<file path="src/mips_pkg.sv">
`default_nettype none

package mips_pkg;

    typedef logic [31:0] word_t;       // Data word or byte address
    typedef logic [4:0]  reg_addr_t;
    typedef logic [15:0] imm16_t;
    typedef logic [25:0] target26_t;   // J-type word index

    typedef enum logic [1:0] {
        FETCH,
        EXEC1,
        EXEC2
    } phase_t;

    // One strobe per supported control-flow instruction
    typedef struct packed {
        logic j;
        logic jal;
        logic jr;
        logic jalr;
        logic beq;
        logic bne;
        logic bgez;
        logic bgezal;
        logic bgtz;
        logic blez;
        logic bltz;
        logic bltzal;
    } branch_ctrl_t;

    // Primary opcodes, instr[31:26]
    localparam logic [5:0] OP_SPECIAL = 6'h00;
    localparam logic [5:0] OP_REGIMM  = 6'h01;
    localparam logic [5:0] OP_J       = 6'h02;
    localparam logic [5:0] OP_JAL     = 6'h03;
    localparam logic [5:0] OP_BEQ     = 6'h04;
    localparam logic [5:0] OP_BNE     = 6'h05;
    localparam logic [5:0] OP_BLEZ    = 6'h06;
    localparam logic [5:0] OP_BGTZ    = 6'h07;

    localparam logic [5:0] FN_JR   = 6'h08;   // SPECIAL funct
    localparam logic [5:0] FN_JALR = 6'h09;

    // REGIMM selects the branch through the rt field
    localparam reg_addr_t RT_BLTZ   = 5'h00;
    localparam reg_addr_t RT_BGEZ   = 5'h01;
    localparam reg_addr_t RT_BLTZAL = 5'h10;
    localparam reg_addr_t RT_BGEZAL = 5'h11;

    localparam reg_addr_t LINK_REG = 5'd31;
    localparam word_t     RESET_PC = 32'h0000_0000;

endpackage

`default_nettype wire

</file>
<file path="src/branch_decoder.sv">
`default_nettype none

module branch_decoder
    import mips_pkg::*;
(
    input  logic         clk,
    input  logic         arst_n,
    input  logic         stall,
    input  phase_t       phase,
    input  word_t        instr,
    output branch_ctrl_t ctrl,
    output reg_addr_t    rs_addr,
    output reg_addr_t    rt_addr,
    output reg_addr_t    rd_addr,
    output imm16_t       imm,
    output target26_t    target
);

    word_t     ir;
    logic [5:0] opcode;
    logic [5:0] funct;

    // Zero after reset decodes as a plain instruction
    always_ff @(posedge clk or negedge arst_n) begin
        if (!arst_n) begin
            ir <= '0;
        end else if (phase == FETCH && !stall) begin
            ir <= instr;
        end
    end

    assign opcode  = ir[31:26];
    assign funct   = ir[5:0];
    assign rs_addr = ir[25:21];
    assign rt_addr = ir[20:16];
    assign rd_addr = ir[15:11];
    assign imm     = ir[15:0];
    assign target  = ir[25:0];

    always_comb begin
        ctrl = '0;
        case (opcode)
            OP_SPECIAL: begin
                if (funct == FN_JR) begin
                    ctrl.jr = 1'b1;
                end else if (funct == FN_JALR) begin
                    ctrl.jalr = 1'b1;
                end
            end
            OP_REGIMM: begin
                case (rt_addr)
                    RT_BLTZ:   ctrl.bltz   = 1'b1;
                    RT_BGEZ:   ctrl.bgez   = 1'b1;
                    RT_BLTZAL: ctrl.bltzal = 1'b1;
                    RT_BGEZAL: ctrl.bgezal = 1'b1;
                    default:   ;             // Other REGIMM forms are plain
                endcase
            end
            OP_J:    ctrl.j    = 1'b1;
            OP_JAL:  ctrl.jal  = 1'b1;
            OP_BEQ:  ctrl.beq  = 1'b1;
            OP_BNE:  ctrl.bne  = 1'b1;
            OP_BLEZ: ctrl.blez = 1'b1;
            OP_BGTZ: ctrl.bgtz = 1'b1;
            default: ;
        endcase
    end

    // Next-PC selection relies on at most one strobe per instruction
    a_ctrl_onehot0 : assert property (
        @(posedge clk) disable iff (!arst_n)
        $onehot0(ctrl)
    );

endmodule

`default_nettype wire

</file>
<file path="src/reg_file.sv">
`default_nettype none

module reg_file
    import mips_pkg::*;
(
    input  logic      clk,
    input  logic      arst_n,
    input  logic      stall,
    input  phase_t    phase,
    input  reg_addr_t rs_addr,
    input  reg_addr_t rt_addr,
    output word_t     rs_val,
    output word_t     rt_val,
    input  logic      link_we,
    input  reg_addr_t link_addr,
    input  word_t     link_data,
    input  logic      pre_we,
    input  reg_addr_t pre_addr,
    input  word_t     pre_data
);

    word_t regs [32];

    always_ff @(posedge clk or negedge arst_n) begin
        if (!arst_n) begin
            regs   <= '{default: '0};
            rs_val <= '0;
            rt_val <= '0;
        end else begin
            // Link write beats a preload to the same edge
            if (link_we) begin
                if (link_addr != '0) begin
                    regs[link_addr] <= link_data;
                end
            end else if (pre_we && pre_addr != '0) begin
                regs[pre_addr] <= pre_data;
            end

            if (phase == EXEC1 && !stall) begin   // Operand capture
                rs_val <= regs[rs_addr];
                rt_val <= regs[rt_addr];
            end
        end
    end

    // r0 stays zero even after a JALR with rd = 0
    a_r0_reads_zero : assert property (
        @(posedge clk) disable iff (!arst_n)
        (phase == EXEC1 && !stall && (rs_addr == '0 || rt_addr == '0))
        |=> ((rs_addr != '0 || rs_val == '0) && (rt_addr != '0 || rt_val == '0))
    );

endmodule

`default_nettype wire

</file>
<file path="src/next_pc_unit.sv">
`default_nettype none

module next_pc_unit
    import mips_pkg::*;
(
    input  logic         clk,
    input  logic         arst_n,
    input  logic         stall,
    input  branch_ctrl_t ctrl,
    input  word_t        rs_val,
    input  word_t        rt_val,
    input  imm16_t       imm,
    input  target26_t    target,
    input  reg_addr_t    rd_addr,
    output word_t        pc,
    output phase_t       phase,
    output logic         link_we,
    output reg_addr_t    link_addr,
    output word_t        link_data
);

    word_t              pc_plus4;
    word_t              branch_off;
    word_t              next_pc;
    logic signed [31:0] rs_s;
    logic               taken;
    logic               link;

    assign pc_plus4   = pc + 32'd4;
    assign branch_off = {{14{imm[15]}}, imm, 2'b00};   // Sign-extended word offset
    assign rs_s       = rs_val;

    always_comb begin
        taken = 1'b0;
        if (ctrl.beq && rs_val == rt_val) begin
            taken = 1'b1;
        end
        if (ctrl.bne && rs_val != rt_val) begin
            taken = 1'b1;
        end
        if ((ctrl.bgez || ctrl.bgezal) && rs_s >= 0) begin
            taken = 1'b1;
        end
        if (ctrl.bgtz && rs_s > 0) begin
            taken = 1'b1;
        end
        if (ctrl.blez && rs_s <= 0) begin
            taken = 1'b1;
        end
        if ((ctrl.bltz || ctrl.bltzal) && rs_s < 0) begin
            taken = 1'b1;
        end
    end

    always_comb begin
        if (ctrl.jr || ctrl.jalr) begin
            next_pc = {rs_val[31:2], 2'b00};   // No address exceptions here
        end else if (ctrl.j || ctrl.jal) begin
            next_pc = {pc_plus4[31:28], target, 2'b00};   // Stays in the 256 MB region
        end else if (taken) begin
            next_pc = pc_plus4 + branch_off;
        end else begin
            next_pc = pc_plus4;
        end
    end

    // The AL branches link even when not taken
    assign link = ctrl.jal || ctrl.jalr || ctrl.bgezal || ctrl.bltzal;

    assign link_we   = link && phase == EXEC2 && !stall;
    assign link_addr = ctrl.jalr ? rd_addr : LINK_REG;
    assign link_data = pc_plus4;

    // Three-phase sequencer with the PC update at the end of EXEC2
    always_ff @(posedge clk or negedge arst_n) begin
        if (!arst_n) begin
            phase <= FETCH;
            pc    <= RESET_PC;
        end else if (!stall) begin
            case (phase)
                FETCH: phase <= EXEC1;
                EXEC1: phase <= EXEC2;
                EXEC2: begin
                    phase <= FETCH;
                    pc    <= next_pc;
                end
                default: phase <= FETCH;
            endcase
        end
    end

    a_pc_aligned : assert property (
        @(posedge clk) disable iff (!arst_n)
        pc[1:0] == 2'b00
    );

    // Link write only in an unstalled EXEC2, so the next cycle is a fetch
    a_link_in_exec2 : assert property (
        @(posedge clk) disable iff (!arst_n)
        link_we |-> (phase == EXEC2) ##1 (phase == FETCH)
    );

endmodule

`default_nettype wire

</file>
<file path="src/control_flow_top.sv">
`default_nettype none

module control_flow_top
    import mips_pkg::*;
(
    input  logic      clk,
    input  logic      arst_n,
    input  logic      stall,
    input  word_t     instr,
    input  logic      pre_we,
    input  reg_addr_t pre_addr,
    input  word_t     pre_data,
    output word_t     pc,
    output phase_t    phase,
    output logic      link_we,
    output reg_addr_t link_addr,
    output word_t     link_data
);

    branch_ctrl_t ctrl;
    reg_addr_t    rs_addr;
    reg_addr_t    rt_addr;
    reg_addr_t    rd_addr;
    imm16_t       imm;
    target26_t    target;
    word_t        rs_val;
    word_t        rt_val;

    branch_decoder branch_decoder_i (
        .clk     (clk),
        .arst_n  (arst_n),
        .stall   (stall),
        .phase   (phase),
        .instr   (instr),
        .ctrl    (ctrl),
        .rs_addr (rs_addr),
        .rt_addr (rt_addr),
        .rd_addr (rd_addr),
        .imm     (imm),
        .target  (target)
    );

    reg_file reg_file_i (
        .clk       (clk),
        .arst_n    (arst_n),
        .stall     (stall),
        .phase     (phase),
        .rs_addr   (rs_addr),
        .rt_addr   (rt_addr),
        .rs_val    (rs_val),
        .rt_val    (rt_val),
        .link_we   (link_we),     // Link writes go back into the file
        .link_addr (link_addr),
        .link_data (link_data),
        .pre_we    (pre_we),
        .pre_addr  (pre_addr),
        .pre_data  (pre_data)
    );

    next_pc_unit next_pc_unit_i (
        .clk       (clk),
        .arst_n    (arst_n),
        .stall     (stall),
        .ctrl      (ctrl),
        .rs_val    (rs_val),
        .rt_val    (rt_val),
        .imm       (imm),
        .target    (target),
        .rd_addr   (rd_addr),
        .pc        (pc),
        .phase     (phase),
        .link_we   (link_we),
        .link_addr (link_addr),
        .link_data (link_data)
    );

endmodule

`default_nettype wire

</file>
<file path="config.mk">
export PLATFORM = sky130hd
export DESIGN_NAME = control_flow_top
export DESIGN_NICKNAME = d
export VERILOG_FILES = /design/src/mips_pkg.sv /design/src/branch_decoder.sv /design/src/reg_file.sv /design/src/next_pc_unit.sv /design/src/control_flow_top.sv
export SDC_FILE = /design/constraint.sdc
export NUM_CORES = 2
export LEC_CHECK = 0
export ABC_CLOCK_PERIOD_IN_PS = 12950
export BUFFER_PORTS_ARGS = -buffer_cell sky130_fd_sc_hd__buf_4
export CAP_MARGIN = 20
export CELL_PAD_IN_SITES_DETAIL_PLACEMENT = 0
export CELL_PAD_IN_SITES_GLOBAL_PLACEMENT = 1
export CORE_MARGIN = 2
export CORE_UTILIZATION = 56
export DETAILED_ROUTE_END_ITERATION = 6
export PLACE_DENSITY = 0.91
export RECOVER_POWER = 100
export SKIP_LAST_GASP = 1
export SLEW_MARGIN = 0
export SYNTH_ARGS = -nofsm -noshare
export SYNTH_HDL_FRONTEND = slang
export SYNTH_SLANG_ARGS = --single-unit
</file>
<file path="constraint.sdc">
create_clock -name clk -period 12.95 [get_ports clk]
set_input_delay 2.59 -clock clk [delete_from_list [all_inputs] [get_ports clk]]
set_output_delay 2.59 -clock clk [all_outputs]
set_load 0.005 [all_outputs]
</file>
Yosys cells after proc, flatten, opt, wreduce, memory -nomap -nowiden
Index checks and enable logic that the tools add are counted.

word-level totals
  flip-flop bits (word level) = 1154
  input port bits = 73
  output and inout bits = 72
  logic and storage cells = 142

operators by class
  add/subtract/negate cells = 2
  order comparisons = 10
  eq/ne operators = 17
  muxes and demuxes = 42
  bitwise operators = 5
  reduce and logical (&&, ||, !) cells = 29

operators with widths
  kind                                                                               count
  1024-bit two-way mux                                                               3
  1024-bit bitwise mux                                                               2
  32-bit binary-select mux with 5-bit select                                         2
  32-bit demux with 5-bit select                                                     2
  32-bit two-way mux                                                                 9
  32-bit by 3-bit adder with 32-bit output (second input constant)                   1
  32-bit adder                                                                       1
  32-bit == test                                                                     1
  32-bit by 1-bit >= comparator with 1-bit output (second input constant)            1
  32-bit by 1-bit greater-than comparator with 1-bit output (second input constant)  1
  32-bit by 1-bit <= comparator with 1-bit output (second input constant)            1
  32-bit by 1-bit < comparator with 1-bit output (second input constant)             1
  32-bit != test                                                                     1
  6-bit by 3-bit == test with 1-bit output (second input constant)                   4
  6-bit >= comparator (second input constant)                                        4
  5-bit inverter with 6-bit output                                                   4
  1-bit two-way mux                                                                  19
  1-bit logical AND                                                                  13
  6-bit by 2-bit == test with 1-bit output (second input constant)                   2
  6-bit by 4-bit == test with 1-bit output (second input constant)                   2
  6-bit by 1-bit < comparator with 1-bit output (second input constant)              2
  5-bit == test (second input constant)                                              2
  5-bit nonzero test                                                                 2
  1-bit logical OR                                                                   7
  other kinds (15)                                                                   18

Logic depth before layout (Yosys ltp)
  depth after elaboration = 13
  mapped depth = 20
  mapped depth without buffers = 18

Cells and area by module
From an unflattened synthesis, not the netlist that was laid out.

second synthesis, totals
  cell total of the unflattened synthesis = 7191
  area total of the unflattened synthesis = 73237.7 µm²

by module, submodules not included
  module          times used  cells an instance  area each (µm²)
  reg_file        1           6395               66595.1
  next_pc_unit    1           644                4824.6
  branch_decoder  1           152                1818.0

Least setup slack after synthesis
Ideal clock, no wire load.

  path type = input-to-output
  from = in stall
  to = out link_we
  data arrival time = 4067 ps
  path slack = 6293 ps
  stages = 9
  buffers on the path = 5
  path through = nor2_1 > and2_1 > clkbuf_1 > o211ai_2 > inv_2 > buf_2 > buf_2 > buf_4 > buf_2

between the ends
  word-level cells in the longest chain between the ends = 2

RTL lines
  what                RTL line                text
  start: declaration  control_flow_top.sv:8   input logic stall,
  1-bit logical NOT   next_pc_unit.sv:70      assign link_we = link && phase == EXEC2 && !stall;
  1-bit logical AND   next_pc_unit.sv:70
  end: declaration    control_flow_top.sv:15  output logic link_we,

No other way between the ends.

Final worst setup path
  from = in stall
  to = reg reg_file_i.regs[564] in the netlist's numbering

between the ends
  word-level cells in the longest chain between the ends = 4
  elaborated cells on any way between the ends = 6
  those cells by class = eq/ne: 1; mux: 1; reduce/logical: 4

RTL lines
  what                                                                                             RTL line            text
  1-bit logical NOT *                                                                              next_pc_unit.sv:70
  1-bit logical AND *                                                                              next_pc_unit.sv:70
  2-bit by 1-bit != test with 1-bit output (no line) / 2-bit nonzero test (equally long branches)  n/a
  2-bit AND reduction (no line)                                                                    n/a
  end signal: indexed assignment                                                                   reg_file.sv:33      regs[link_addr] <= link_data;
  end signal: indexed assignment                                                                   reg_file.sv:36      regs[pre_addr] <= pre_data;
  end: declaration                                                                                 reg_file.sv:22      word_t regs [32];

Mark *: on every way between the ends. The rest lies on a longest branch, timed or not.
A chain may end at the register's enable or synchronous reset.

==> results.json <==
{
  "status": "finished, violations left",
  "violations": "design-rule violations, max-capacitance violations, max-slew violations",
  "ctsResizeCount": 0,
  "io_buffers": 140,
  "vias": 62000,
  "row_count": 127,
  "antenna_found_initial": 28,
  "arrival_ns": 11.25,
  "max_slew_margin_pct": -382,
  "yosysTopAreaCellShare_pct": 42.5,
  "start_kind": "primary input",
  "fin_skew_ns": 0.0250,
  "critPathMaxStageDelay_ns": 2.30,
  "hold_viol_final": 0,
  "holdPathStages": 0,
  "routed_via_density": 7.99,
  "critPathSlowestCell": "clkbuf_1",
  "ys_ff_latch": 1152,
  "power_density_mw_per_mm2": 221,
  "synth_area_per_cell_sq_um": 10.8,
  "dieHeight_um": 352,
  "cts_buffers": 131,
  "synth_area_sq_mm": 0.0679,
  "clk_latency_ns": 0.80,
  "maxCapViolCount": 58,
  "start_util_pct": 56.5,
  "hold_end": "reg_file_i.regs[1011]",
  "final_max_slew_viol_count": 1581,
  "gp_congestion": 1.01,
  "routedWlPerCell_um": 38.5,
  "hold_path_class": "flip-flop to flip-flop",
  "irDropWorstVdd_v": 0.000519,
  "use_met3_pct": 25.0,
  "setup_tns_ns": 0,
  "cts_sinks": 1152,
  "clockRootBuffer": "clkbuf_16",
  "yosysSeqAreaShare_pct": 42.5,
  "min_from": "reg_file_i.regs[1011]",
  "dieArea_sq_mm": 0.124,
  "coreArea_sq_mm": 0.120,
  "synth_top_cells_by_count": "1152 x dfrtp_1, 929 x nand2_1, 833 x a22oi_1, 833 x o21ai_0, 640 x mux4_2",
  "yosysTopAreaCell": "dfrtp_1",
  "synth-edff-count": 0,
  "period_needed_ns": 10.57,
  "drive_above_1_share_pct": 20.1,
  "gr-total-overflow": 0,
  "ioPinCount": 145,
  "syn2layout_area_growth_pct": 9.37,
  "met2_usage_pct": 62.9,
  "cts_tree": "done",
  "grtUsageTotal_pct": 47.8,
  "use_met1_pct": 58.5,
  "post-cts-setup-buffers": 0,
  "worst-path-max-fanout": 185,
  "first_global_vias": 60600,
  "r2r_slack_ns": 3.23,
  "worstReg2RegEnd": "reg_file_i.regs[390]",
  "synthArstFlopShare_pct": 100,
  "drc": 22,
  "final-setup-viol-count": 0,
  "p_leak_nw": 29.1,
  "ys_warn_count": 0,
  "hpwl_um": 180000,
  "worst-slew-pin-transition_ns": 7.23,
  "drtIter0Drc": 11700,
  "ctsHoldBuffers": 0,
  "max_clock_freq_mhz": 94.6,
  "nNetsFinal": 6132,
  "crit_type": "primary input to flip-flop",
  "synth_ff_type": "dfrtp_1",
  "clockBufferDepth": 3,
  "crit-reg2reg-launch": "branch_decoder_i.ir[17]",
  "whs_ns": 0.394,
  "grt_pass1_wl_um": 428000,
  "yosysMostFrequentCell": "dfrtp_1",
  "synthTopCellsByArea": "dfrtp_1 42%, mux4_2 21%, a22oi_1 9.2%",
  "worstSetupEndpointType": "flip-flop",
  "timing.critical_path.mode_cell": "clkbuf_1",
  "cp_data_required_time_ns": 13.63,
  "clkTransAtPathRegs_ns": 0.06,
  "worstPathCellList": "clkbuf_1 > nor2_1 > and2_0 > o211ai_1 > inv_2 > clkbuf_1 > o22ai_4 > buf_12 > nor3_1 > clkbuf_1 > a21oi_4 > clkbuf_1 > a221o_1",
  "grt_setup_unrepaired": "no",
  "postRouteWirelength_um": 299000,
  "synthCells": 6306,
  "finalPower_mw": 16.4,
  "cts_htree_levels": 4,
  "grt_max_degree": 192,
  "drt_pass1_iterations": 7,
  "ys_types": 75,
  "finalCritPeriodShare_pct": 81.7,
  "grt_busiest_layer": "met2",
  "fillers": 9621,
  "die_x_um": 352,
  "reg2reg_depth": 12,
  "drtAntennaViolNets": 0
}
-- worst max-delay path: cells and delay by family --
family,cells,cell delay [ns]
buffers and inverters,6,5.31
AO/OA/AOI/OAI,4,2.08
AND/OR/NAND/NOR,3,1.17
-- layout make-up --
| cell class | instances | area (sq um) | share of cell area, % |
|---|---|---|---|
| Antenna cell | 24 | 60.1 | 0.0809 |
| Clock buffer | 192 | 3780 | 5.09 |
| Clock inverter | 44 | 533 | 0.718 |
| Inverter | 41 | 154 | 0.207 |
| Multi-Input combinational cell | 4363 | 36500 | 49.1 |
| Sequential cell | 1152 | 28900 | 38.9 |
| Tap cell | 1612 | 2020 | 2.72 |
| Timing Repair Buffer | 332 | 2390 | 3.22 |
-- cells in the final DEF (no fill, tap or decap), drive strengths merged, types with 5 or more instances in the layout --
cell | netlist | layout
ha | 37 | 37
clkinv | 4 | 30
nand3 | 30 | 30
nor4 | 19 | 19
mux2 | 32 | 32
mux4 | 640 | 640
nor2b | 6 | 6
xor2 | 56 | 56
a221o | 13 | 13
nand2b | 16 | 16
dfrtp | 1152 | 1152
inv | 37 | 44
o21bai | 7 | 7
diode | 0 | 24
nor3 | 35 | 35
and3 | 11 | 11
a32o | 30 | 30
o21ai | 906 | 906
a211o | 9 | 9
a221oi | 38 | 38
nand3b | 5 | 5
nand4 | 14 | 14
clkbuf | 591 | 295
nand2 | 930 | 930
bufinv | 0 | 9
mux2i | 87 | 87
a22oi | 833 | 833
nor2 | 278 | 278
a21o | 16 | 16
o211ai | 60 | 60
or3 | 6 | 6
a21oi | 145 | 145
and2 | 13 | 13
buf | 162 | 229
xnor2 | 29 | 29
or2 | 5 | 5
-- cells by family after synthesis --
family	after synthesis	synth area share [%]
compound gates	2092	19.6
xor+xnor	85	1.10
fa+ha+maj	38	0.711
buf+inv	794	4.64
flops	1152	42.5
mux	759	23.0
other cells	1	0.00552
simple gates	1385	8.47
-- stage by stage --
| stage | setup WS (ns) | util, % | std cells | instance area, sq um |
|---|---|---|---|---|
| after floorplan | 6.29 | - | 6309 | 67900 |
| after global placement | 4.60 | 58.6 | 7489 | 70400 |
| after detailed placement | 4.57 | 58.6 | 7493 | 70400 |
| after CTS | 4.62 | 62.2 | 7729 | 74800 |
| after global routing | 2.63 | 61.8 | 7750 | 74200 |
| final | 2.38 | 61.8 | 7760 | 74200 |
-- sequential cells by signal, indices dropped and copies added, names as in the netlist --
| name | cells |
|---|---|
| branch_decoder_i.ir | 32 |
| next_pc_unit_i.pc | 30 |
| next_pc_unit_i.phase | 2 |
| reg_file_i.regs | 1024 |
| reg_file_i.rs_val | 32 |
| reg_file_i.rt_val | 32 |
-- where the power goes --
group / total (mW) / switching (mW) / internal [mW]
clock: 3.85 / 1.63 / 2.21
combinational: 7.28 / 4.22 / 3.06
sequential: 5.28 / 1.02 / 4.26
-- per-layer routing --
layer | wire (um) | part of all wire (%)
met5 | 237 | 0.079
met4 | 29700 | 9.9
met3 | 55000 | 18
met2 | 119000 | 40
met1 | 95400 | 32
-- worst max-delay path by stage --
stage          startpoint                   end  slack, ns
2_1_floorplan       stall               link_we       6.29
3_3_place_gp        stall               link_we       4.60
3_5_place_dp        stall               link_we       4.57
4_1_cts             stall               link_we       4.62
5_1_grt             stall  reg_file_i.regs[569]       2.63
6_report            stall  reg_file_i.regs[564]       2.38
Power figures use the tool's default switching activity.
